$ cat config.mk
export PLATFORM = sky130hd
export DESIGN_NAME = regFile
export DESIGN_NICKNAME = d
export VERILOG_FILES = /design/src/rtl/cpuPkg.sv /design/src/rtl/regFile.sv
export VERILOG_INCLUDE_DIRS = /design/src /design/src/rtl
export SDC_FILE = /design/constraint.sdc
export NUM_CORES = 2
export LEC_CHECK = 0
export BUFFER_PORTS_ARGS = -buffer_cell sky130_fd_sc_hd__clkbuf_2
export CAP_MARGIN = 20
export CORE_ASPECT_RATIO = 1.75
export CORE_MARGIN = 5
export CORE_UTILIZATION = 44
export CTS_CLUSTER_DIAMETER = 50
export DETAILED_ROUTE_END_ITERATION = 8
export PLACE_DENSITY_LB_ADDON = 0.2
export SLEW_MARGIN = 15
export SYNTH_ARGS = -nofsm -noshare
export SYNTH_HDL_FRONTEND = slang
export SYNTH_SLANG_ARGS = --single-unit
$ cat constraint.sdc
create_clock -name clk -period 3.2 [get_ports clk]
set_clock_uncertainty 0.1 [all_clocks]
set_input_delay 0.16 -clock clk [delete_from_list [all_inputs] [get_ports clk]]
set_output_delay 0.16 -clock clk [all_outputs]
set_load 0.01 [all_outputs]
$ cat src/rtl/cpu_config.svh
// widths and vectors assume a 32-bit word; both memories must stay a power of two deep
`ifndef CPU_CONFIG_SVH
`define CPU_CONFIG_SVH

// datapath and register file
`define WORD_W      32
`define REG_ADDR_W  5

// memory depths in words
`define IMEM_WORDS  256
`define DMEM_WORDS  256

// fetch addresses after reset and on an illegal instruction
`define RESET_VECTOR 32'h8000_0000
`define EXC_VECTOR   32'h8000_0008

// fixed destinations for return addresses
`define EXC_REG     26  // exception return address
`define LINK_REG    31  // jal / jalr link

// store address bit that selects the peripheral port
`define PER_BIT     30

`endif

$ cat src/rtl/cpuPkg.sv
// types and encodings for the MIPS-like subset; ALU codes are group in [5:4], op below
`default_nettype none

package cpuPkg;
    `include "cpu_config.svh"

    typedef logic [`WORD_W-1:0]     wordT;
    typedef logic [`REG_ADDR_W-1:0] regAddrT;
    typedef logic [5:0]             aluFunT;
    typedef logic [2:0]             pcSrcT;
    typedef logic [1:0]             regDstT;
    typedef logic [1:0]             memToRegT;

    // opcodes
    localparam logic [5:0] OP_RTYPE = 6'h00, OP_J = 6'h02, OP_JAL = 6'h03;
    localparam logic [5:0] OP_BEQ = 6'h04, OP_BNE = 6'h05;
    localparam logic [5:0] OP_ADDI = 6'h08, OP_ADDIU = 6'h09, OP_SLTI = 6'h0a;
    localparam logic [5:0] OP_SLTIU = 6'h0b, OP_ANDI = 6'h0c, OP_ORI = 6'h0d;
    localparam logic [5:0] OP_LUI = 6'h0f, OP_LW = 6'h23, OP_SW = 6'h2b;

    // funct field of R-type
    localparam logic [5:0] FN_SLL = 6'h00, FN_SRL = 6'h02, FN_SRA = 6'h03;
    localparam logic [5:0] FN_JR = 6'h08, FN_JALR = 6'h09;
    localparam logic [5:0] FN_ADD = 6'h20, FN_ADDU = 6'h21, FN_SUB = 6'h22;
    localparam logic [5:0] FN_SUBU = 6'h23, FN_AND = 6'h24, FN_OR = 6'h25;
    localparam logic [5:0] FN_XOR = 6'h26, FN_NOR = 6'h27;
    localparam logic [5:0] FN_SLT = 6'h2a, FN_SLTU = 6'h2b;

    // ALU groups, fun[5:4]
    localparam logic [1:0] GRP_ARITH = 2'b00, GRP_LOGIC = 2'b01;
    localparam logic [1:0] GRP_SHIFT = 2'b10, GRP_CMP = 2'b11;

    // ALU codes; logic ops carry their truth table in [3:0], index {a,b}
    localparam aluFunT ALU_ADD = 6'b000000, ALU_SUB = 6'b000001;
    localparam aluFunT ALU_AND = 6'b011000, ALU_OR = 6'b011110;
    localparam aluFunT ALU_XOR = 6'b010110, ALU_NOR = 6'b010001;
    localparam aluFunT ALU_PASSB = 6'b011010;
    localparam aluFunT ALU_SLL = 6'b100000, ALU_SRL = 6'b100001, ALU_SRA = 6'b100011;
    localparam aluFunT ALU_EQ = 6'b110011, ALU_NEQ = 6'b110001, ALU_LT = 6'b110101;

    // next-PC select
    localparam pcSrcT PC_SEQ = 3'd0, PC_BRANCH = 3'd1, PC_JUMP = 3'd2;
    localparam pcSrcT PC_REG = 3'd3, PC_EXC = 3'd4;

    // write-register select
    localparam regDstT RD_RT = 2'd0, RD_RD = 2'd1, RD_LINK = 2'd2, RD_EXC = 2'd3;

    // writeback select
    localparam memToRegT WB_ALU = 2'd0, WB_MEM = 2'd1, WB_PC4 = 2'd2;
endpackage

`default_nettype wire

$ cat src/rtl/regFile.sv
// register zero is never stored and always reads 0; reads are combinational
`timescale 1ns/1ps
`default_nettype none

module regFile (
    input  logic            clk,
    input  logic            reset,
    input  cpuPkg::regAddrT addrA,
    input  cpuPkg::regAddrT addrB,
    input  cpuPkg::regAddrT addrW,
    input  logic            writeEn,
    input  cpuPkg::wordT    dataW,
    output cpuPkg::wordT    dataA,
    output cpuPkg::wordT    dataB
);
    localparam int REGS = 2 ** $bits(addrW);

    cpuPkg::wordT regs [1:REGS-1];  // no storage for r0

    always_ff @(posedge clk or negedge reset) begin
        if (!reset) begin
            for (int i = 1; i < REGS; i++) begin
                regs[i] <= '0;
            end
        end else if (writeEn && addrW != '0) begin
            regs[addrW] <= dataW;
        end
    end

    // new value visible only after the edge
    assign dataA = (addrA == '0) ? '0 : regs[addrA];
    assign dataB = (addrB == '0) ? '0 : regs[addrB];

endmodule

`default_nettype wire

---- After elaboration in Yosys (flattened, before gate mapping) ----
Index checks and enable logic that the tools add are counted.
operators by class
  $mul .................................... 0
  equality and inequality tests ........... 0
  multiplexer cells ....................... 11
  bitwise logic cells ..................... 3
  reduce and logical (&&, ||, !) cells .... 5
  shift-type cells ........................ 0
  divide/modulo/power cells ............... 0
  add/subtract/negate cells ............... 0
  order comparisons ....................... 4
operator list
  kind                  count
  $bwmux W992           1
  $bmux W32 S5          2
  $mux W32              7
  $demux W32 S5         1
  $ge A6 B6 Y1 const B  3
  $not A5 Y6            3
  $logic_not A5 Y1      2
  $lt A6 B1 Y1 const B  1
  $reduce_bool A5 Y1    1
  $logic_and A1 B1 Y1   2
storage, ports and cells
  input bits .............................. 50
  RAM bits ................................ 0
  memories ................................ 0
  logic and storage cells ................. 54
  bits in latches ......................... 0
  register bits after elaboration ......... 992
  ROM bits ................................ 0

---- Longest topological paths before layout ----
  depth after elaboration ................. 6
  mapped depth ............................ 8
  mapped depth without buffers ............ 4

---- Least setup slack after synthesis ----
Ideal clock, no wire load.
  kind .................................... input -> output
  start ................................... input addrA[0]
  end ..................................... output dataA[0]
  slack ................................... 1299 ps
  stages on the path ...................... 7
  data arrival time ....................... 1641 ps
  required time ........................... 2940 ps
  path through ............................ buf_6 -> buf_4 -> buf_2 -> mux2_2 -> a221o_1 -> o211ai_1 -> o211ai_1
between the ends
  longest elaborated chain between the ends .. 5
ends and longest elaborated chain
  element                                       RTL line       source
  start: declaration                            regFile.sv:8   input cpuPkg::regAddrT addrA,
  $not A5 Y6 (implied by the code)              regFile.sv:31  assign dataA = (addrA == '0) ? '0 : regs[addrA];
  $bmux W32 S5                                  regFile.sv:31
  $mux W32 (implied by the code) (2 in series)  regFile.sv:31
  $mux W32 (*)                                  regFile.sv:31
  end: declaration                              regFile.sv:13  output cpuPkg::wordT dataA,
Every way passes the cells marked *; elsewhere a longest branch is shown, timed or not. The select of a mux whose other input is x is not followed.

---- Worst setup path in the final report ----
  start ................................... register regs[931] (netlist name)
  end ..................................... output dataA[3]
between the ends
  longest elaborated chain between the ends .. 4
ends and longest elaborated chain
  element                                       RTL line       source
  start: declaration                            regFile.sv:18  cpuPkg::wordT regs [1:REGS-1];
  start signal: indexed assignment              regFile.sv:26  regs[addrW] <= dataW;
  $bmux W32 S5                                  regFile.sv:31
  $mux W32 (implied by the code) (2 in series)  regFile.sv:31
  $mux W32                                      regFile.sv:31
No other way between the ends. The select of a mux whose other input is x is not followed.

==> summary.txt <==
Logic synthesis
  • Asr flop ratio synth: 100%
  • Avg Cell Area, Syn: 14.8 sq um
  • Number of flops mapped to enable cells by yosys: 0
  • Number of register bits inferred by synthesis: 992
  • Netlist area before placement: roughly 0.053 sq mm
  • Share of the synthesized area in the top cell type: a little under half
  • Post-Synthesis Net Count: ~3700
  • Leading cell types by total area after synthesis: dfrtp_1 (46%), mux2_2 (22%), mux4_2 (16%)
  • Post-Synthesis Cells: 3612
  • Share of synthesized area occupied by flip-flops and latches: between 40% and 50%
  • Most used flip-flop cell after synthesis: dfrtp_1
  • Number of distinct library cells after synthesis: 46
  • Yosys top cell by area: dfrtp_1
  • YS warnings: 0

Global routing
  • GR Util All Layers: about 28%
  • Global-route wire length before repair: between 200000 and 300000 microns
  • Final global-route overflow total: 0
  • Antenna violations before repair: 18
  • Number of global-route vias before repair: between 30000 and 40000
  • Pin count of the biggest net entering global routing: 116

Setup path
  • Flop2flop setup slack: 2270 ps
  • Crit path max-delay cell type: a221oi_1
  • Category of the most critical setup path: reg -> out
  • Worst path required time: 2940 ps
  • Critical path capture point type: output port
  • Cell class contributing the biggest share of worst-path delay: compound AO/OA/AOI/OAI gates
  • Worst reg-to-reg path cell count: 1
  • R2R Path Start: regs[951]$_DFFE_PN0P_
  • Crit path arrival time: roughly 2600 ps
  • Max stage delay on crit path: 470 ps
  • Chain of cells forming the critical path: mux2_1 -> a221oi_1 -> a2111oi_0 -> or3_1 -> clkbuf_2
  • Capturing point of the worst reg2reg path: regs[951]$_DFFE_PN0P_
  • Critical path peak fanout: 3
  • Startpoint class of the critical path: flop
  • Buf/Inv on CP: 1

Hold path
  • Worst Hold Class: in -> reg
  • Hold path startpoint: dataW[6]
  • Hold-critical path endpoint: regs[614]$_DFFE_PN0P_
  • Worst hold path cell count: 2

CTS
  • Number of buffers added for setup after CTS: 0
  • CTS Root Cell: clkbuf_16
  • Clock buffers created by TritonCTS: approximately 100
  • Insertion delay to the later sink of the worst-skew pair: approximately 710 ps
  • CTS H-tree depth: 3
  • Clk pin slew, worst setup/hold paths: ~80 ps
  • Longest Clk Path Bufs: 3
  • Number of sinks driven by the clock tree: just under 1000
  • CTS tree: built

Cells and area
  • Filler cell count in the final layout: approximately 10000
  • Count of nets after finishing: around 3700
  • Biggest regs: regs (992)
  • Non-Filler Instances: 5342
  • Biggest register: regs
  • Max reg flops: just under 1000
  • Layout cells sized above 1: 52.4%
  • Synthesis-to-layout area growth: 12.7%

Route
  • First-iteration detailed-routing DRC count: 2881
  • Residual DRC: 0
  • Average wire per standard cell: around 34 microns
  • ANT nets after route: 0
  • Total vias in the final route: ~35000
  • Detailed-routing iteration count for the pre-antenna-repair pass: 7
  • Total Wirelength: around 180000 microns
  • Vias per Instance: ~6.5

STA
  • Max Fclk: 344 MHz
  • Final slew viol count: 0
  • Setup repair after global routing missed its margin: false
  • Worst slew margin relative to its limit: 41.1%
  • Post-layout min period: 2900 ps
  • Final hold violation count: 0
  • Ratio of final minimum period to clock period: approximately 91%
  • Final worst setup slack: just under 300 ps
  • Total setup violations reported at the end of the flow: 0
  • Worst Max-Slew Pin Slew: ~900 ps
  • Setup_tns: 0 ps

Power
  • Standby leakage power: between 20 and 30 nW
  • Power per standard cell area: between 600 and 700 mW/mm^2
  • Peak supply drop: about 0.46 mV

Floorplan
  • Vert. Die Dim: between 400 and 500 microns
  • I/O pin cnt: 114
  • Core region area: between 0.1 and 0.15 sq mm
  • Horizontal die dimension: approximately 270 microns
  • Std cell rows: about 170
  • Die ar.: between 0.1 and 0.15 sq mm
  • Starting utilization of the core area: 44.2%

Placed design
  • # port buffers: roughly 110
  • Final weighted congestion in routability-driven placement: ~0.84
  • Total instance count after detailed placement: about 5100
  • Worst setup timing slack at the placement stage: 492 ps
  • Estimated wirelength of the detail-placed design: 118000 microns

Job
  • Max capacitance violation total: 0

Run status
  • Result of the run: finished clean
==> cell families after synthesis <==
family          count (synthesis)  share of synthesized area (%)
mux                          1713                           43.4
compound gates                303                           4.51
simple gates                  203                           2.05
flops                         992                           46.4
buf+inv                       401                           3.66
==> report_power, final <==
group          internal (W)  switching [W]  leakage, nW  total (W)
registers            0.0150        0.00190         12.7     0.0169
clock network       0.00765        0.00539         1.80     0.0130
logic               0.00464        0.00343         11.9    0.00806
total                0.0273         0.0107         26.4     0.0380
==> cell type report <==
type / count / area [sq um] / area share [%]
inverters: 9 / 33.8 / 0.0561
clock buffers: 139 / 2970 / 4.92
multi-input cells: 2219 / 26900 / 44.7
diodes: 9 / 22.5 / 0.0374
well taps: 1624 / 2030 / 3.37
clock inverters: 48 / 666 / 1.10
repair buffers: 302 / 2800 / 4.65
flip-flops and latches: 992 / 24800 / 41.2
==> Yosys cell counts, types with 28 or more instances <==
cell      instances
o211ai_1         32
mux2_2         1050
buf_4            38
a221oi_1         43
nor2b_1          44
a22oi_1         102
nor3_1           32
and3_1           29
nor2_1           33
mux2i_1         267
dfrtp_1         992
o31a_1           28
clkbuf_1        161
buf_2           162
mux4_2          377
==> layer usage <==
layer | track usage (%) | up-vias | share of wire (%) | wire length [microns]
li1 | - | 14000 | - | -
met1 | 35.2 | 18900 | 38 | 70300
met2 | 48.5 | 1317 | 51 | 93000
met3 | 4.72 | 442 | 5.5 | 10100
met4 | 13.5 | 8 | 5.7 | 10600
met5 | 0 | - | 0.031 | 57
==> per-stage QoR <==
step	total power [W]	hold slack (ps)	utilization (%)	instance area, sq um
2_1_floorplan	0.0223	-236	-	53500
3_3_place_gp	0.0249	11.0	46.8	56600
3_5_place_dp	0.0252	13.4	46.8	56600
4_1_cts	0.0383	1.29	49.8	60200
5_1_grt	0.0395	41.2	49.8	60300
6_report	0.0380	47.0	49.8	60300
==> worst max-delay path by stage <==
stage	start	depth (start not counted)	to	slack, ps
finish	regs[931]$_DFFE_PN0P_	5	dataA[3]	300
floorplan	addrA[0]	7	dataA[0]	1300
CTS	regs[270]$_DFFE_PN0P_	5	dataB[14]	270
global placement	addrA[0]	6	dataA[12]	490
detailed placement	addrB[0]	7	dataB[2]	490
global route	regs[931]$_DFFE_PN0P_	5	dataA[3]	230
==> cells in the final DEF, fill, tap and decap left out, types with 19 or more instances in the layout <==
cell type / n
o31a_1: 28
mux2i_1: 267
mux4_2: 377
and3_1: 28
a22oi_1: 102
dfrtp_1: 992
clkbuf_2: 104
buf_4: 129
o211ai_1: 32
nor2_1: 21
clkbuf_8: 21
buf_12: 59
nor3_1: 32
mux2_2: 1050
mux2_1: 19
clkbuf_16: 105
a221oi_1: 43
nor2b_1: 39
==> what timing repair did <==
item,4_1_cts,5_1_grt
endpoints found under the hold margin,933,0
resized for setup,0,0
endpoints found under the setup margin,0,0
hold buffers,4,0
Power figures use the tool's default switching activity.
