<file path="config.mk">
export PLATFORM = sky130hd
export DESIGN_NAME = alu
export DESIGN_NICKNAME = d
export VERILOG_FILES = /design/src/rtl/cpuPkg.sv /design/src/rtl/alu.sv
export VERILOG_INCLUDE_DIRS = /design/src /design/src/rtl
export SDC_FILE = /design/constraint.sdc
export NUM_CORES = 1
export LEC_CHECK = 0
export BUFFER_PORTS_ARGS = -buffer_cell sky130_fd_sc_hd__buf_4
export CAP_MARGIN = 30
export CELL_PAD_IN_SITES_DETAIL_PLACEMENT = 0
export CELL_PAD_IN_SITES_GLOBAL_PLACEMENT = 2
export CORE_MARGIN = 8
export CORE_UTILIZATION = 36
export DETAILED_ROUTE_END_ITERATION = 16
export PLACE_DENSITY = 0.95
export SETUP_SLACK_MARGIN = 0.2
export SYNTH_ARGS = -nofsm -noshare
export SYNTH_HDL_FRONTEND = slang
export SYNTH_SLANG_ARGS = --single-unit
</file>
<file path="constraint.sdc">
create_clock -name vclk -period 5.5
set_clock_uncertainty 0.15 [all_clocks]
set_input_delay 0.55 -clock vclk [all_inputs]
set_output_delay 0.55 -clock vclk [all_outputs]
set_load 0.01 [all_outputs]
</file>
<file path="src/rtl/cpu_config.svh">
// widths and vectors assume a 32-bit word; both memories must stay a power of two deep
`ifndef CPU_CONFIG_SVH
`define CPU_CONFIG_SVH

// datapath and register file
`define WORD_W      32
`define REG_ADDR_W  5

// memory depths in words
`define IMEM_WORDS  256
`define DMEM_WORDS  256

// fetch addresses after reset and on an illegal instruction
`define RESET_VECTOR 32'h8000_0000
`define EXC_VECTOR   32'h8000_0008

// fixed destinations for return addresses
`define EXC_REG     26  // exception return address
`define LINK_REG    31  // jal / jalr link

// store address bit that selects the peripheral port
`define PER_BIT     30

`endif

</file>
<file path="src/rtl/cpuPkg.sv">
// types and encodings for the MIPS-like subset; ALU codes are group in [5:4], op below
`default_nettype none

package cpuPkg;
    `include "cpu_config.svh"

    typedef logic [`WORD_W-1:0]     wordT;
    typedef logic [`REG_ADDR_W-1:0] regAddrT;
    typedef logic [5:0]             aluFunT;
    typedef logic [2:0]             pcSrcT;
    typedef logic [1:0]             regDstT;
    typedef logic [1:0]             memToRegT;

    // opcodes
    localparam logic [5:0] OP_RTYPE = 6'h00, OP_J = 6'h02, OP_JAL = 6'h03;
    localparam logic [5:0] OP_BEQ = 6'h04, OP_BNE = 6'h05;
    localparam logic [5:0] OP_ADDI = 6'h08, OP_ADDIU = 6'h09, OP_SLTI = 6'h0a;
    localparam logic [5:0] OP_SLTIU = 6'h0b, OP_ANDI = 6'h0c, OP_ORI = 6'h0d;
    localparam logic [5:0] OP_LUI = 6'h0f, OP_LW = 6'h23, OP_SW = 6'h2b;

    // funct field of R-type
    localparam logic [5:0] FN_SLL = 6'h00, FN_SRL = 6'h02, FN_SRA = 6'h03;
    localparam logic [5:0] FN_JR = 6'h08, FN_JALR = 6'h09;
    localparam logic [5:0] FN_ADD = 6'h20, FN_ADDU = 6'h21, FN_SUB = 6'h22;
    localparam logic [5:0] FN_SUBU = 6'h23, FN_AND = 6'h24, FN_OR = 6'h25;
    localparam logic [5:0] FN_XOR = 6'h26, FN_NOR = 6'h27;
    localparam logic [5:0] FN_SLT = 6'h2a, FN_SLTU = 6'h2b;

    // ALU groups, fun[5:4]
    localparam logic [1:0] GRP_ARITH = 2'b00, GRP_LOGIC = 2'b01;
    localparam logic [1:0] GRP_SHIFT = 2'b10, GRP_CMP = 2'b11;

    // ALU codes; logic ops carry their truth table in [3:0], index {a,b}
    localparam aluFunT ALU_ADD = 6'b000000, ALU_SUB = 6'b000001;
    localparam aluFunT ALU_AND = 6'b011000, ALU_OR = 6'b011110;
    localparam aluFunT ALU_XOR = 6'b010110, ALU_NOR = 6'b010001;
    localparam aluFunT ALU_PASSB = 6'b011010;
    localparam aluFunT ALU_SLL = 6'b100000, ALU_SRL = 6'b100001, ALU_SRA = 6'b100011;
    localparam aluFunT ALU_EQ = 6'b110011, ALU_NEQ = 6'b110001, ALU_LT = 6'b110101;

    // next-PC select
    localparam pcSrcT PC_SEQ = 3'd0, PC_BRANCH = 3'd1, PC_JUMP = 3'd2;
    localparam pcSrcT PC_REG = 3'd3, PC_EXC = 3'd4;

    // write-register select
    localparam regDstT RD_RT = 2'd0, RD_RD = 2'd1, RD_LINK = 2'd2, RD_EXC = 2'd3;

    // writeback select
    localparam memToRegT WB_ALU = 2'd0, WB_MEM = 2'd1, WB_PC4 = 2'd2;
endpackage

`default_nettype wire

</file>
<file path="src/rtl/alu.sv">
// one adder serves add, sub and the compares; no overflow detection
`timescale 1ns/1ps
`default_nettype none

module alu (
    input  cpuPkg::wordT   a,
    input  cpuPkg::wordT   b,
    input  cpuPkg::aluFunT fun,
    input  logic           signedCmp,
    output cpuPkg::wordT   result
);
    import cpuPkg::*;

    localparam int W = $bits(wordT);

    logic         sub;
    logic [W:0]   sum;       // carry out in the top bit
    wordT         logicRes;
    wordT         shiftRes;
    logic [$clog2(W)-1:0] shamt;
    logic         lessThan;
    logic         equal;
    logic         cmpBit;

    assign sub = fun[0];     // every compare code is odd, so it subtracts too
    assign sum = {1'b0, a} + {1'b0, b ^ {W{sub}}} + {{W{1'b0}}, sub};

    // no carry out of a - b means a borrow
    assign lessThan = signedCmp ? ((a[W-1] != b[W-1]) ? a[W-1] : sum[W-1])
                                : ~sum[W];
    assign equal    = (a == b);

    always_comb begin
        for (int i = 0; i < W; i++) begin
            logicRes[i] = fun[{a[i], b[i]}];  // truth table lookup
        end
    end

    assign shamt = a[$clog2(W)-1:0];

    always_comb begin
        case (fun[1:0])
            2'b00:   shiftRes = b << shamt;
            2'b11:   shiftRes = wordT'($signed(b) >>> shamt);
            default: shiftRes = b >> shamt;
        endcase
    end

    always_comb begin
        case (fun[3:1])
            3'b001:  cmpBit = equal;
            3'b000:  cmpBit = ~equal;
            3'b010:  cmpBit = lessThan;
            default: cmpBit = 1'b0;
        endcase
    end

    always_comb begin
        case (fun[5:4])
            GRP_ARITH: result = sum[W-1:0];
            GRP_LOGIC: result = logicRes;
            GRP_SHIFT: result = shiftRes;
            default:   result = {{(W-1){1'b0}}, cmpBit};  // bit 0 drives branches
        endcase
    end

endmodule

`default_nettype wire

</file>
* Word level (Yosys, flattened, before mapping)
Index checks and enable logic that the tools add are counted.
Word-level totals: output and inout bits 32, input port bits 71, logic and storage cells 119, register bits after elaboration 0
Operators by class: bitwise logic cells 3, shift operators 3, reduce and logical (&&, ||, !) cells 3, add/sub/neg operators 2, mux-type cells 69, magnitude comparators 32, eq/ne operators 7
Operators with widths (number):
- < comparator 2 x 4 -> 1 bit (second input constant) | 32
- case mux 32 bit (3 select lines) | 1
- binary-select mux 1 bit (select 2 bit) | 32
- case mux 32 bit (2 select lines) | 1
- 2-to-1 mux 1 bit | 34
- adder 32 x 32 -> 33 bit | 1
- adder 33 x 1 -> 33 bit | 1
- equality test 32 bit | 1
- left shift 32 x 5 -> 32 bit | 1
- >> shifter 32 x 5 -> 32 bit | 1
- >>> shifter 32 x 5 -> 32 bit | 1
- XOR 32 bit | 1
- equality test 2 bit (second input constant) | 2
- zero test 2 bit | 2
- equality test 3 x 1 -> 1 bit (second input constant) | 1
- equality test 3 x 2 -> 1 bit (second input constant) | 1
- zero test 3 bit | 1
- case mux 1 bit (3 select lines) | 1
- equality test 2 x 1 -> 1 bit (second input constant) | 1
- inverter 1 bit | 2
- inequality test 1 bit | 1

* Logic depth before layout (Yosys ltp)
depth after elaboration 7, mapped depth 14, depth with buffers taken out 10

* Worst setup path after synthesis
Ideal clock, no wire load.
path type input -> output, start point input fun[0], end point output result[0], stages 14, slack 1.130 ns, path buffers 4, required time 4.800 ns, arrival time 3.670 ns, cell sequence clkbuf_1 clkbuf_1 clkbuf_1 xor2_1 ha_1 clkbuf_1 nand2_1 o211a_1 o31ai_1 a2bb2oi_1 a21boi_1 xor2_1 o211a_1 o211ai_1
On the way: cells in the longest elaborated chain, start to end 7, elaborated cells between the ends (all ways) 13, those cells by class add/sub (2); eq/ne (1); mux (7); bitwise (2); reduce/logical (1)
RTL lines:
- start: declaration | RTL line alu.sv:8 | input cpuPkg::aluFunT fun,
- XOR 32 bit | RTL line alu.sv:26 | assign sum = {1'b0, a} + {1'b0, b ^ {W{sub}}} + {{W{1'b0}}, sub};
- adder 32 x 32 -> 33 bit | RTL line alu.sv:26
- adder 33 x 1 -> 33 bit | RTL line alu.sv:26
- 2-to-1 mux 1 bit / inverter 1 bit (equally long branches) | RTL line alu.sv:29, alu.sv:30
- 2-to-1 mux 1 bit | RTL line alu.sv:29 | assign lessThan = signedCmp ? ((a[W-1] != b[W-1]) ? a[W-1] : sum[W-1])
- case mux 1 bit (3 select lines) | RTL line alu.sv:50 | case (fun[3:1])
- case mux 32 bit (3 select lines) * | RTL line alu.sv:59 | case (fun[5:4])
- end: declaration | RTL line alu.sv:10 | output cpuPkg::wordT result
Mark *: on every way between the ends. The rest lies on a longest branch, timed or not. The select of a mux whose other input is x is not followed.

* Worst setup path after layout
Ends and elaborated chain as after synthesis.

==> run_results.csv <==
group,metric,value,unit
outcome,outcome,"complete, no violations",
placement,pre_cts_ws,0.736,ns
synthesis,ys_seq_area_share,0,%
floorplan,start_util,36.2,%
sta,clock.fmax,0.208,GHz
global_routing,grtUsageTotal,26.2,%
synthesis,syn-num-nets,1106,
final_layout,nFlopsAndLatches,0,
floorplan,core_area,0.0216,sq mm
flow_run,cap_violations,0,
pwr,ir_drop,169,uV
synthesis,synthCells,997,
global_routing,grt_pass1_wl,54400,um
critical_path,end_kind,"output pin",
critical_path,critical-path-max-stage-delay,0.68,ns
floorplan,ioPinCount,103,
critical_path,cp.required,4.80,ns
synthesis,synth-xor-area-share,9.87,%
route,wl_met2,15600,um
final_layout,ff_latch_area,0,sq um
final_layout,layout_common_cells,"122 x buf_4, 116 x nor2_1, 91 x mux4_2",
sta,relSlewSlack,33.6,%
final_layout,multi_input_area,0.00723,sq mm
global_routing,grt_pass1_vias,8412,
cts,cts_setup_buffers,0,
route,drt-initial-drc-count,1250,
sta,rsz0062_at_grt,"no",
route,drc_errors,0,
route,via_per_inst,6.92,
route,topRoutingLayerUsed,"met5",
placement,dp_hpwl,27600,um
route,wire_per_inst,28.3,um
critical_path,slowest_stage,"a311oi_1",
sta,tightestPinTransition,0.989,ns
final_layout,fillers,2251,
global_routing,grt_max_degree,67,
placement,portBuffers,103,
pwr,power.density,140,mW/mm^2
final_layout,stdcell_area,0.00856,sq mm
route,drt_pass1_iterations,8,
pwr,seqPwrFrac,0,%
final_layout,synthToLayoutAreaGrowth,9.66,%
synthesis,yosys.area_share.simple,16.2,%
floorplan,placementRows,54,
route,vias,8879,
floorplan,die_h,163,um
pwr,share_comb_of_total_power,100.0,%
sta,hold_viol,0,
floorplan,die_area,0.0267,sq mm
hold_path,hold_path_class,"input pin to output pin",
synthesis,synthMuxAreaShare,35.1,%
synthesis,ys_warn_count,0,
pwr,p_total,1.20,mW
route,drt-met1-wl,15100,um
pwr,swShare,59.5,%
sta,final.period_utilization,87.5,%
final_layout,drive_above_1_share,23.0,%
critical_path,path_max_fanout,66,
placement,place_inst,1283,
final_layout,fin_util,39.7,%
cts,ctsHoldBuffers,0,
sta,setup_viol,0,
placement,place_area,0.00856,sq mm
global_routing,overflow,0,
sta,min_period,4.81,ns
final_layout,num-clock-buffers,0,
pwr,p_leak,3.29,nW
floorplan,fp.dieW,163,um
critical_path,path_cells,"buf_4 -> xor2_1 -> fa_1 -> a21oi_1 -> o211ai_1 -> nand3_1 -> nand3_1 -> a311oi_1 -> o21ai_0 -> a211o_1 -> o211ai_1 -> buf_4",
final_layout,diodes,0,
synthesis,syn_area,0.00781,sq mm
sta,tns,0,ns
critical_path,cp_data_arrival_time,4.11,ns
route,wl_met3,4630,um
critical_path,critical_path_class,"input pin to output pin",
final_layout,final_common_cell,"buf_4",
synthesis,synth_cell_types,75,
route,ant_nets,0,
synthesis,syn_area_per_cell,7.83,sq um
sta,whs,1.46,ns
synthesis,synth_top_family_by_area,"multiplexers",
sta,setup_ws,0.687,ns
synthesis,synth_compound_area_share,25.3,%
final_layout,fin_nets,1114,
cts,post_cts_resized,0,
final_layout,layout.cells.non_filler,1283,
global_routing,antenna_found_initial,3,
critical_path,worstSetupStartpointType,"input pin",
pwr,power_frac_clock,0,%
pwr,intPower,0.485,mW
synthesis,synth-adder-area-share,6.18,%
pwr,power.switching,0.714,mW
sta,finalMaxSlewViolations,0,
route,wl,36300,um
placement,place.gp.congestion,1.03,
-- worst max-delay path: cells and delay by family --
family	cells	cell delay, ns
buf+inv	2	0.77
xor+xnor	1	0.22
fa+ha+maj	1	0.45
compound gates	6	1.68
simple gates	2	0.42
-- layer usage --
metal	vias to the layer above	global-route usage (%)
met5	-	0
met4	4	5.13
met3	71	7.38
met2	653	39.2
met1	4307	36.9
li1	3844	-
-- final cells by class --
| class | count | area share [%] |
|---|---|---|
| tap | 280 | 4.09 |
| timing repair buffer | 122 | 10.7 |
| inverter | 16 | 0.760 |
| multi-input combinational | 865 | 84.5 |
-- cells by family after synthesis --
family | after synthesis
AOI/OAI and AO/OA | 306
and+or+nand+nor | 282
muxes | 151
buffers and inverters | 132
xor gates and xnor gates | 88
adders and majority gates | 38
-- final timing paths --
path / from / to / slack [ns] / cells after the start
hold / removal: signedCmp / result[0] / 1.46 / 5
setup / recovery: fun[0] / result[0] / 0.69 / 12
-- synthesized netlist by cell type, types with 5 or more instances --
cell        n  area share (%)
a211o_1     6            0.67
inv_1      13            0.62
buf_1       8            0.38
o22ai_1    19             1.5
a22oi_1     6            0.58
xor2_1     53             5.9
nor2_1    116             5.6
buf_4       6            0.58
nor3_1     19             1.2
a21oi_1    82             5.3
xnor2_1    35             3.9
a211oi_1   13             1.2
nor4_1      7            0.56
nand3_1     9            0.58
buf_2      14            0.90
mux2i_1    45             5.8
a31oi_1    13             1.0
mux2_2     10             1.4
a221oi_1    7            0.79
and2_1      9            0.72
mux4_1      5             1.7
clkbuf_1   84             4.0
o31ai_1     5            0.48
and3_1      5            0.40
o211ai_1    9            0.87
o21ai_1    16             1.0
nand2_1    80             3.8
or3_1      10            0.80
o21a_1      8            0.77
nand4_1    11            0.88
ha_1       37             5.9
o21ai_0    59             3.8
mux4_2     91              26
a21o_1     10            0.96
-- power groups by stage --
| stage | clock network (mW) | registers [mW] | logic [mW] |
|---|---|---|---|
| after floorplan | 0 | 0 | 0.776 |
| after global placement | 0 | 0 | 1.16 |
| after detailed placement | 0 | 0 | 1.16 |
| after CTS | 0 | 0 | 1.16 |
| after global routing | 0 | 0 | 1.28 |
| final | 0 | 0 | 1.20 |
Note: power is estimated with default switching activity, not from simulation.
