`config.mk`:
```
export PLATFORM = sky130hd
export DESIGN_NAME = control
export DESIGN_NICKNAME = d
export VERILOG_FILES = /design/src/rtl/cpuPkg.sv /design/src/rtl/control.sv
export VERILOG_INCLUDE_DIRS = /design/src /design/src/rtl
export SDC_FILE = /design/constraint.sdc
export NUM_CORES = 1
export LEC_CHECK = 0
export BUFFER_PORTS_ARGS = -buffer_cell sky130_fd_sc_hd__buf_2
export CORE_UTILIZATION = 49
export DETAILED_ROUTE_END_ITERATION = 12
export GPL_TIMING_DRIVEN = 0
export PLACE_DENSITY_LB_ADDON = 0.3
export RECOVER_POWER = 25
export SLEW_MARGIN = 0
export SYNTH_ARGS = -nofsm -noshare
export SYNTH_HDL_FRONTEND = slang
export SYNTH_SLANG_ARGS = --single-unit
```
`constraint.sdc`:
```
create_clock -name vclk -period 4.5
set_clock_uncertainty 0.1 [all_clocks]
set_input_delay 1.35 -clock vclk [all_inputs]
set_output_delay 1.35 -clock vclk [all_outputs]
set_load 0.01 [all_outputs]
```
`src/rtl/cpu_config.svh`:
```
// widths and vectors assume a 32-bit word; both memories must stay a power of two deep
`ifndef CPU_CONFIG_SVH
`define CPU_CONFIG_SVH

// datapath and register file
`define WORD_W      32
`define REG_ADDR_W  5

// memory depths in words
`define IMEM_WORDS  256
`define DMEM_WORDS  256

// fetch addresses after reset and on an illegal instruction
`define RESET_VECTOR 32'h8000_0000
`define EXC_VECTOR   32'h8000_0008

// fixed destinations for return addresses
`define EXC_REG     26  // exception return address
`define LINK_REG    31  // jal / jalr link

// store address bit that selects the peripheral port
`define PER_BIT     30

`endif

```
`src/rtl/cpuPkg.sv`:
```
// types and encodings for the MIPS-like subset; ALU codes are group in [5:4], op below
`default_nettype none

package cpuPkg;
    `include "cpu_config.svh"

    typedef logic [`WORD_W-1:0]     wordT;
    typedef logic [`REG_ADDR_W-1:0] regAddrT;
    typedef logic [5:0]             aluFunT;
    typedef logic [2:0]             pcSrcT;
    typedef logic [1:0]             regDstT;
    typedef logic [1:0]             memToRegT;

    // opcodes
    localparam logic [5:0] OP_RTYPE = 6'h00, OP_J = 6'h02, OP_JAL = 6'h03;
    localparam logic [5:0] OP_BEQ = 6'h04, OP_BNE = 6'h05;
    localparam logic [5:0] OP_ADDI = 6'h08, OP_ADDIU = 6'h09, OP_SLTI = 6'h0a;
    localparam logic [5:0] OP_SLTIU = 6'h0b, OP_ANDI = 6'h0c, OP_ORI = 6'h0d;
    localparam logic [5:0] OP_LUI = 6'h0f, OP_LW = 6'h23, OP_SW = 6'h2b;

    // funct field of R-type
    localparam logic [5:0] FN_SLL = 6'h00, FN_SRL = 6'h02, FN_SRA = 6'h03;
    localparam logic [5:0] FN_JR = 6'h08, FN_JALR = 6'h09;
    localparam logic [5:0] FN_ADD = 6'h20, FN_ADDU = 6'h21, FN_SUB = 6'h22;
    localparam logic [5:0] FN_SUBU = 6'h23, FN_AND = 6'h24, FN_OR = 6'h25;
    localparam logic [5:0] FN_XOR = 6'h26, FN_NOR = 6'h27;
    localparam logic [5:0] FN_SLT = 6'h2a, FN_SLTU = 6'h2b;

    // ALU groups, fun[5:4]
    localparam logic [1:0] GRP_ARITH = 2'b00, GRP_LOGIC = 2'b01;
    localparam logic [1:0] GRP_SHIFT = 2'b10, GRP_CMP = 2'b11;

    // ALU codes; logic ops carry their truth table in [3:0], index {a,b}
    localparam aluFunT ALU_ADD = 6'b000000, ALU_SUB = 6'b000001;
    localparam aluFunT ALU_AND = 6'b011000, ALU_OR = 6'b011110;
    localparam aluFunT ALU_XOR = 6'b010110, ALU_NOR = 6'b010001;
    localparam aluFunT ALU_PASSB = 6'b011010;
    localparam aluFunT ALU_SLL = 6'b100000, ALU_SRL = 6'b100001, ALU_SRA = 6'b100011;
    localparam aluFunT ALU_EQ = 6'b110011, ALU_NEQ = 6'b110001, ALU_LT = 6'b110101;

    // next-PC select
    localparam pcSrcT PC_SEQ = 3'd0, PC_BRANCH = 3'd1, PC_JUMP = 3'd2;
    localparam pcSrcT PC_REG = 3'd3, PC_EXC = 3'd4;

    // write-register select
    localparam regDstT RD_RT = 2'd0, RD_RD = 2'd1, RD_LINK = 2'd2, RD_EXC = 2'd3;

    // writeback select
    localparam memToRegT WB_ALU = 2'd0, WB_MEM = 2'd1, WB_PC4 = 2'd2;
endpackage

`default_nettype wire

```
`src/rtl/control.sv`:
```
// purely combinational decode; anything outside the subset traps to the exception vector
`timescale 1ns/1ps
`default_nettype none

module control (
    input  logic              [5:0] opcode,
    input  logic              [5:0] funct,
    output cpuPkg::pcSrcT           pcSrc,
    output cpuPkg::regDstT          regDst,
    output logic                    regWrite,
    output logic                    aluSrcA,
    output logic                    aluSrcB,
    output cpuPkg::aluFunT          aluFun,
    output logic                    signedCmp,
    output logic                    memWrite,
    output cpuPkg::memToRegT        memToReg,
    output logic                    signExt,
    output logic                    loadUpper
);
    import cpuPkg::*;

    logic illegal;

    always_comb begin
        // defaults describe an R-type ALU op without writeback
        pcSrc     = PC_SEQ;
        regDst    = RD_RD;
        regWrite  = 1'b0;
        aluSrcA   = 1'b0;
        aluSrcB   = 1'b0;
        aluFun    = ALU_ADD;
        signedCmp = 1'b1;
        memWrite  = 1'b0;
        memToReg  = WB_ALU;
        signExt   = 1'b1;
        loadUpper = 1'b0;
        illegal   = 1'b0;

        case (opcode)
            OP_RTYPE: begin
                regWrite = 1'b1;
                case (funct)
                    FN_ADD, FN_ADDU: aluFun = ALU_ADD;
                    FN_SUB, FN_SUBU: aluFun = ALU_SUB;
                    FN_AND:          aluFun = ALU_AND;
                    FN_OR:           aluFun = ALU_OR;
                    FN_XOR:          aluFun = ALU_XOR;
                    FN_NOR:          aluFun = ALU_NOR;
                    FN_SLT:          aluFun = ALU_LT;
                    FN_SLTU: begin
                        aluFun    = ALU_LT;
                        signedCmp = 1'b0;
                    end
                    FN_SLL, FN_SRL, FN_SRA: begin
                        aluSrcA = 1'b1;                  // shamt field
                        aluFun  = {GRP_SHIFT, 2'b00, funct[1:0]};
                    end
                    FN_JR: begin
                        pcSrc    = PC_REG;
                        regWrite = 1'b0;
                    end
                    FN_JALR: begin
                        pcSrc    = PC_REG;
                        regDst   = RD_LINK;
                        memToReg = WB_PC4;
                    end
                    default: illegal = 1'b1;
                endcase
            end
            OP_ADDI, OP_ADDIU: begin
                regDst   = RD_RT;
                regWrite = 1'b1;
                aluSrcB  = 1'b1;
            end
            OP_SLTI, OP_SLTIU: begin
                regDst    = RD_RT;
                regWrite  = 1'b1;
                aluSrcB   = 1'b1;
                aluFun    = ALU_LT;
                signedCmp = (opcode == OP_SLTI);       // imm still sign-extended
            end
            OP_ANDI, OP_ORI: begin
                regDst   = RD_RT;
                regWrite = 1'b1;
                aluSrcB  = 1'b1;
                signExt  = 1'b0;
                aluFun   = (opcode == OP_ANDI) ? ALU_AND : ALU_OR;
            end
            OP_LUI: begin
                regDst    = RD_RT;
                regWrite  = 1'b1;
                aluSrcB   = 1'b1;
                loadUpper = 1'b1;
                aluFun    = ALU_PASSB;
            end
            OP_LW: begin
                regDst   = RD_RT;
                regWrite = 1'b1;
                aluSrcB  = 1'b1;
                memToReg = WB_MEM;
            end
            OP_SW: begin
                aluSrcB  = 1'b1;
                memWrite = 1'b1;
            end
            OP_BEQ, OP_BNE: begin
                pcSrc  = PC_BRANCH;                    // taken on ALU bit 0
                aluFun = (opcode == OP_BEQ) ? ALU_EQ : ALU_NEQ;
            end
            OP_J:    pcSrc = PC_JUMP;
            OP_JAL: begin
                pcSrc    = PC_JUMP;
                regDst   = RD_LINK;
                regWrite = 1'b1;
                memToReg = WB_PC4;
            end
            default: illegal = 1'b1;
        endcase

        if (illegal) begin
            pcSrc    = PC_EXC;
            regDst   = RD_EXC;
            regWrite = 1'b1;   // r26 gets return address
            memToReg = WB_PC4;
            memWrite = 1'b0;
        end
    end

endmodule

`default_nettype wire

```
# [Word level (Yosys, flattened, before mapping)]
# Cells that the tools add are included.
[op_classes] n_addsub=0 mul=0 div=0 order_cmp=0 n_eq_ne=27 shifts=0 n_mux=27 n_bitwise=0 reduce_logical=15
[ops] cell="6-bit == test (second input constant)" count=12
[ops] cell="6-bit by 4-bit == test with 1-bit output (second input constant)" count=9
[ops] cell="6-bit one-hot mux with 7 select lines" count=1
[ops] cell="6-bit one-hot mux with 5 select lines" count=1
[ops] cell="6-bit by 2-bit == test with 1-bit output (second input constant)" count=4
[ops] cell="2-bit one-hot mux with 3 select lines" count=3
[ops] cell="9-bit OR reduction" count=2
[ops] cell="15-bit OR reduction" count=1
[ops] cell="2-bit OR reduction" count=7
[ops] cell="13-bit OR reduction" count=1
[ops] cell="6-bit by 3-bit == test with 1-bit output (second input constant)" count=2
[ops] cell="6-bit logical NOT" count=2
[ops] cell="2-bit 2-to-1 mux" count=6
[ops] cell="1-bit 2-to-1 mux" count=11
[ops] cell="8-bit OR reduction" count=1
[ops] cell="3-bit 2-to-1 mux" count=2
[ops] cell="1-bit one-hot mux with 2 select lines" count=3
[ops] cell="3-bit OR reduction" count=1
[word_totals] reg_bits=0 latch_bits=0 ram_bits=0 mem_bits_ro=0 in_bits=12 wordCells=69 n_memories=0

# [Logic depth before layout (Yosys ltp)]
# Gate-level depths: netlist (run 1).
[depth] ltp_word=5 ltp_mapped=6 mapped_depth_nobuf=4

# [Worst setup path before layout (run 1)]
# No wires, ideal clock.
[synth_timing] path_kind="input to output" startpoint="input port opcode[5]" endpoint="output port memToReg[1]" arrival_ns=2.689 required_ns=3.050 slack_ns=0.361 cell_stages=5 path_cell_list="buf_6 or3_4 nor4_4 nand2_1 o311ai_0"
[synth_between] elab_chain_len=4 elab_cells_between_ends=18
[synth_lines] item="start, declared" line_no="control.sv:6" text="input logic [5:0] opcode,"
[synth_lines] item="6-bit by 4-bit == test with 1-bit output, or another cell as far along" line_no="control.sv:39" text="case (opcode)"
[synth_lines] item="13-bit OR reduction (no line)"
[synth_lines] item="1-bit one-hot mux with 2 select lines" line_no="control.sv:39"
[synth_lines] item="2-bit 2-to-1 mux *" line_no="control.sv:120" text="if (illegal) begin"
[synth_lines] item="end, declared" line_no="control.sv:16" text="output cpuPkg::memToRegT memToReg,"
# Every way passes the cells marked *; elsewhere a longest branch is shown, timed or not.

# [Worst setup path in the final report (run 1)]
[layout_timing] startpoint="input port opcode[1]" endpoint="output port aluFun[1]"
[layout_between] elab_chain_len=3 elab_cells_between_ends=14
[layout_lines] item="6-bit by 3-bit == test with 1-bit output, or another cell as far along" line_no="control.sv:39, control.sv:108"
[layout_lines] item="2-bit 2-to-1 mux, or another cell as far along" line_no="control.sv:108" text="aluFun = (opcode == OP_BEQ) ? ALU_EQ : ALU_NEQ;"
[layout_lines] item="6-bit one-hot mux with 5 select lines *" line_no="control.sv:39"
[layout_lines] item="end, declared" line_no="control.sv:13" text="output cpuPkg::aluFunT aluFun,"
# Marked as above.

==> flow_summary_export.csv, run 1 <==
group,metric,value,unit
placed_design,dp_hpwl,1690,µm
timing,max_slew_margin,68.1,%
drt,drt_first_iter_violations,35,
drt,antenna_left,0,
timing,layout_worst_path_cycle_share,98.4,%
grt,global_route.usage.total,29.1,%
drt,drt-pass1-iter-count,4,
floorplan,placementRows,13,
final_layout,fill_cells,132,
drt,vias,1026,
logic_synthesis,mean_area_per_synthesized_cell,6.20,µm²
timing,worst_slack,0.0716,ns
setup_path,path_depth,7,
final_layout,n_antenna_cell,0,
setup_path,crit_family,"simple AND/OR/NAND/NOR gates",
setup_path,critical_path.n_buffers_inverters,3,
timing,final-hold-violation-count,0,
drt,drt-total-wl,2240,µm
timing,setup_viol,0,
drt,avgRoutedWirePerCell,13.6,µm
setup_path,arrival_worst_endpoint,2.98,ns
floorplan,floorplan.die.width,40.7,µm
final_layout,clkbuf_count,0,
logic_synthesis,yosys.cell_types.count,45,
hold_path,worst_hold_stages,3,
power_and_ir_drop,irDropWorstVdd,46.2,µV
power_and_ir_drop,post-layout-total-power,0.0722,mW
setup_path,crit_path_start,"opcode[1]",
setup_path,timing.critical_path.slowest_cell_delay,0.41,ns
setup_path,worst_setup_path_end_kind,"primary output",
logic_synthesis,syn_nets,130,
hold_path,hold_path.startpoint,"opcode[5]",
timing,max_freq,226,MHz
setup_path,path_max_fanout,7,
placed_design,i_o_buffers,29,
grt,globalRoute.totalOverflow,0,
power_and_ir_drop,p_leak,0.390,nW
final_layout,layout_sequential_cell_count,0,
setup_path,timing_worst_setup_path_type,"input pin to primary output",
grt,vias_in_the_first_global_route,785,
timing,slew_viol_final,0,
grt,grt_start_max_net_pins,11,
setup_path,critical-path-slowest-cell,"sky130_fd_sc_hd__or3_4",
floorplan,coreArea,0.00135,mm²
grt,antenna_found_initial,0,
floorplan,fp.dieArea,0.00165,mm²
drt,via_per_inst,6.26,
final_layout,layout.area.seq,0,µm²
final_layout,synthToLayoutAreaGrowth,24.8,%
logic_synthesis,synth-warning-count,0,
logic_synthesis,post_synth_inst_count,118,
logic_synthesis,yosysSeqAreaShare,0,%
final_layout,final_net_count,163,
final_layout,area_taken_by_multi_input_logic_gates,666,µm²
floorplan,initial_utilization,54.2,%
clocking,cts_hold_buffers,0,
flow_run,max_cap_violations,0,
floorplan,chipHeight,40.7,µm
timing,timing_worst_slew_pin_value,0.475,ns
drt,drc,0,
timing,finalHoldWorstSlack,2.90,ns
hold_path,min_path_type,"input pin to primary output",
timing,fin_crit,4.43,ns
outcome,status,"finished, final reports clean",
placed_design,dp_worst_setup_slack,0.0769,ns
final_layout,post_route_cells_drive_above_1_share,26.2,%
logic_synthesis,post_synth_instance_area,732,µm²
setup_path,critical_path.most_common_cell,"sky130_fd_sc_hd__buf_2",
setup_path,crit_path_cells,"buf_2 -> or3_4 -> nor4_4 -> buf_4 -> nand4b_2 -> o41ai_2 -> buf_2",
timing,fin_tns_setup,0,ns
power_and_ir_drop,powerDensity,79.1,mW/mm²
setup_path,worstPathRequired,3.05,ns
grt,grt_first_pass_wirelength,3420,µm
placed_design,gpl.final_weighted_congestion,0.848,
setup_path,critical_path_start_type,"input pin",
floorplan,floorplan.io_pins,32,
-- cell families after synthesis --
| kind of cell | Yosys count | synth area share (%) |
|---|---|---|
| AO/OA/AOI/OAI | 40 | 40.0 |
| buffers and inverters | 16 | 10.1 |
| AND/OR/NAND/NOR | 62 | 49.9 |
-- timing repair --
action	in CTS	in global routing
setup buffers	0	2
resized for setup	0	2
setup endpoints to repair	0	3
-- power by group --
| group | leakage, nW | internal, mW | switching (mW) |
|---|---|---|---|
| sequential | 0 | 0 | 0 |
| combinational | 0.390 | 0.0283 | 0.0439 |
| clock | 0 | 0 | 0 |
-- layout by cell type (no fill, tap or decap), types with 2 or more instances in the layout --
master,count
sky130_fd_sc_hd__nand3_1,4
sky130_fd_sc_hd__o311ai_0,2
sky130_fd_sc_hd__nor2b_1,7
sky130_fd_sc_hd__a21o_1,2
sky130_fd_sc_hd__buf_4,3
sky130_fd_sc_hd__nor3_1,7
sky130_fd_sc_hd__nor4_1,3
sky130_fd_sc_hd__nor2_1,8
sky130_fd_sc_hd__nand2_1,13
sky130_fd_sc_hd__a32oi_1,3
sky130_fd_sc_hd__buf_2,27
sky130_fd_sc_hd__a22oi_1,2
sky130_fd_sc_hd__a21oi_1,5
sky130_fd_sc_hd__a21boi_0,2
sky130_fd_sc_hd__clkbuf_1,12
sky130_fd_sc_hd__o21ai_0,9
sky130_fd_sc_hd__nand3b_1,3
sky130_fd_sc_hd__inv_1,3
sky130_fd_sc_hd__nand2b_1,6
-- final timing paths --
kind | endpoint | slack [ns]
max | aluFun[1] | 0.07
min | aluFun[4] | 2.90
-- per-layer routing --
layer	wire, µm	GRT usage [%]	up-vias	part of all wire (%)
met2	1050	50.4	45	47
li1	-	-	510	-
met1	1020	40.4	469	45
met5	0	0	-	0
met4	12	2.50	0	0.54
met3	155	2.17	2	6.9
-- synthesized netlist by cell type, types with 2 or more instances --
library cell | instances | area share, %
sky130_fd_sc_hd__nand2_1 | 13 | 6.7
sky130_fd_sc_hd__o21ai_0 | 9 | 6.2
sky130_fd_sc_hd__clkbuf_1 | 8 | 4.1
sky130_fd_sc_hd__nor2_1 | 8 | 4.1
sky130_fd_sc_hd__nor2b_1 | 7 | 6.0
sky130_fd_sc_hd__nor3_1 | 7 | 4.8
sky130_fd_sc_hd__nand2b_1 | 6 | 5.1
sky130_fd_sc_hd__a21oi_1 | 5 | 3.4
sky130_fd_sc_hd__nand3_1 | 4 | 2.7
sky130_fd_sc_hd__a32oi_1 | 3 | 3.6
sky130_fd_sc_hd__inv_1 | 3 | 1.5
sky130_fd_sc_hd__nand3b_1 | 3 | 3.1
sky130_fd_sc_hd__nor4_1 | 3 | 2.6
sky130_fd_sc_hd__o311ai_0 | 3 | 3.6
sky130_fd_sc_hd__a21boi_0 | 2 | 2.1
sky130_fd_sc_hd__a21o_1 | 2 | 2.1
sky130_fd_sc_hd__a22oi_1 | 2 | 2.1
sky130_fd_sc_hd__and2_1 | 2 | 1.7
sky130_fd_sc_hd__buf_2 | 2 | 1.4
-- final cells by class --
cell class	instances	area share, %
Inverter	3	1.23
Multi-Input combinational cell	102	72.9
Buffer	13	6.85
Tap cell	15	2.05
Timing Repair Buffer	31	17.0
-- stage by stage --
step           instance area, µm²  utilization, %  std cells
6_report                      913            67.7        164
3_5_place_dp                  896            66.4        162
5_1_grt                       913            67.7        164
3_3_place_gp                  896            66.4        162
4_1_cts                       896            66.4        162
2_1_floorplan                 732               -        118
-- worst min-delay path, stage by stage --
cell	delay (ns)
sky130_fd_sc_hd__buf_6	0.10
sky130_fd_sc_hd__a2111oi_0	0.06
sky130_fd_sc_hd__buf_2	0.13
Note: power is estimated with default switching activity, not from simulation.
==> run 2: changes to the inputs <==
==> constraint.sdc (replaced) <==
create_clock -name vclk -period 4.5
set_clock_uncertainty 0.1 [all_clocks]
set_input_delay 0.225 -clock vclk [all_inputs]
set_output_delay 0.225 -clock vclk [all_outputs]
set_load 0.01 [all_outputs]
==> run 2 against run 1 <==
  * Die area is the same
  * Sequential share of layout area is the same
  * Total power shrank 2.7%
  * Largest power group unchanged
  * Largest cell class unchanged
  * Critical path type unchanged
  * Global-route usage is the same
  * Cell count shrank 1.2%
==> flow_summary_export.csv, run 2 (synthesis gave the netlist of run 1 again) <==
group,metric,value,unit
floorplan,floorplan.io_pins,32,
power_and_ir_drop,p_leak,0.378,nW
floorplan,coreArea,0.00135,mm²
timing,timing_worst_slew_pin_value,1.20,ns
power_and_ir_drop,sequentialPowerShare,0,%
power_and_ir_drop,irDropWorstVdd,46.1,µV
hold_path,min_to,"aluFun[4]",
floorplan,floorplan.die.width,40.7,µm
grt,antenna_found_initial,0,
drt,drt_first_iter_violations,35,
setup_path,arrival_worst_endpoint,2.51,ns
timing,max_freq,353,MHz
final_layout,final_net_count,161,
setup_path,worst_setup_path_end_kind,"primary output",
timing,fin_tns_setup,0,ns
grt,grt_start_max_net_pins,11,
setup_path,critical-path-slowest-cell,"sky130_fd_sc_hd__nor4_1",
clocking,cts_hold_buffers,0,
final_layout,synthToLayoutAreaGrowth,19.8,%
floorplan,initial_utilization,54.2,%
setup_path,crit_family,"simple AND/OR/NAND/NOR gates",
setup_path,crit_path_cells,"buf_2 -> or3_4 -> nor4_1 -> nand4b_2 -> o32ai_1 -> buf_2",
final_layout,post_route_cells_drive_above_1_share,24.5,%
drt,antenna_left,0,
drt,vias,1032,
floorplan,fp.dieArea,0.00165,mm²
setup_path,critical_path.most_common_cell,"sky130_fd_sc_hd__buf_2",
drt,drt-total-wl,2220,µm
grt,globalRoute.totalOverflow,0,
setup_path,critical_path_start_type,"input pin",
floorplan,chipHeight,40.7,µm
clocking,postCtsSetupRepairBufs,0,
grt,vias_in_the_first_global_route,785,
final_layout,layout_sequential_cell_count,0,
placed_design,i_o_buffers,29,
power_and_ir_drop,powerDensity,80.2,mW/mm²
drt,avgRoutedWirePerCell,13.7,µm
timing,slew_viol_final,0,
timing,layout_worst_path_cycle_share,63.0,%
hold_path,hold_path.startpoint,"opcode[5]",
final_layout,fraction_of_the_core_area_covered_by_cells_at_the_end_of_the_flow,65.0,%
timing,setup_viol,0,
setup_path,timing.critical_path.slowest_cell_delay,0.91,ns
timing,max_slew_margin,19.6,%
power_and_ir_drop,clock_power_share,0,%
final_layout,fill_cells,135,
final_layout,mostFrequentLayoutCells,"28 x sky130_fd_sc_hd__buf_2, 13 x sky130_fd_sc_hd__nand2_1, 11 x sky130_fd_sc_hd__clkbuf_1, 9 x sky130_fd_sc_hd__o21ai_0, 8 x sky130_fd_sc_hd__nor2_1",
setup_path,critical_path.n_buffers_inverters,2,
timing,final-hold-violation-count,0,
floorplan,placementRows,13,
drt,via_per_inst,6.37,
final_layout,layout.area.seq,0,µm²
drt,drt-pass1-iter-count,4,
hold_path,worst_hold_stages,3,
setup_path,timing_worst_setup_path_type,"input pin to primary output",
flow_run,max_cap_violations,0,
grt,global_route.usage.total,29.1,%
setup_path,worstPathRequired,4.18,ns
clocking,post_cts.resized_instances,0,
drt,drc,0,
placed_design,dp_hpwl,1690,µm
final_layout,final_common_cell,"sky130_fd_sc_hd__buf_2",
power_and_ir_drop,p_sw_share,60.5,%
placed_design,gpl.final_weighted_congestion,0.848,
timing,fin_crit,2.83,ns
final_layout,n_antenna_cell,0,
setup_path,path_max_fanout,7,
power_and_ir_drop,power.net_switching,0.0425,mW
power_and_ir_drop,cell_internal_pwr,0.0278,mW
timing,grt_setup_unrepaired,"false",
outcome,status,"finished, final reports clean",
power_and_ir_drop,pwr-share-comb,100.0,%
final_layout,clkbuf_count,0,
hold_path,min_path_type,"input pin to primary output",
grt,grt_first_pass_wirelength,3420,µm
==> run 2: metrics by stage <==
step	power (mW)	cell area (µm²)	setup slack [ns]	hold slack, ns	instances
2_1_floorplan	0.0478	732	2.61	0.425	118
3_3_place_gp	0.0677	896	2.33	0.637	162
3_5_place_dp	0.0698	896	2.33	0.643	162
4_1_cts	0.0701	896	2.31	0.643	162
5_1_grt	0.0777	877	1.54	0.676	162
6_report	0.0703	877	1.67	0.646	162
==> run 2: how the worst max path moves through the flow <==
stage / from / endpoint / slack, ns / depth (start not counted)
after CTS: opcode[1] / pcSrc[2] / 2.31 / 7
after detailed placement: opcode[1] / pcSrc[2] / 2.33 / 7
final: opcode[1] / aluFun[2] / 1.67 / 6
after global placement: opcode[1] / pcSrc[2] / 2.33 / 7
after floorplan: opcode[5] / memToReg[1] / 2.61 / 5
after global routing: opcode[1] / aluFun[2] / 1.54 / 6
==> run 2: layout make-up <==
type / instances / area [µm²] / area share (%)
Inverter: 3 / 11.3 / 1.28
Timing Repair Buffer: 29 / 141 / 16.1
Multi-Input combinational cell: 102 / 643 / 73.3
Buffer: 13 / 62.6 / 7.13
Tap cell: 15 / 18.8 / 2.14
==> run 2: power groups by stage <==
stage | combinational (mW) | sequential (mW) | clock, mW
after floorplan | 0.0478 | 0 | 0
after global placement | 0.0677 | 0 | 0
after detailed placement | 0.0698 | 0 | 0
after CTS | 0.0701 | 0 | 0
after global routing | 0.0777 | 0 | 0
final | 0.0703 | 0 | 0
==> run 2: per-layer routing <==
metal	GRT usage, %	share of wire, %	routed length [µm]	up-vias
li1	-	-	-	507
met1	40.4	44	989	469
met2	50.4	47	1040	54
met3	2.17	8.1	181	2
met4	2.50	0.54	12	0
met5	0	0	0	-
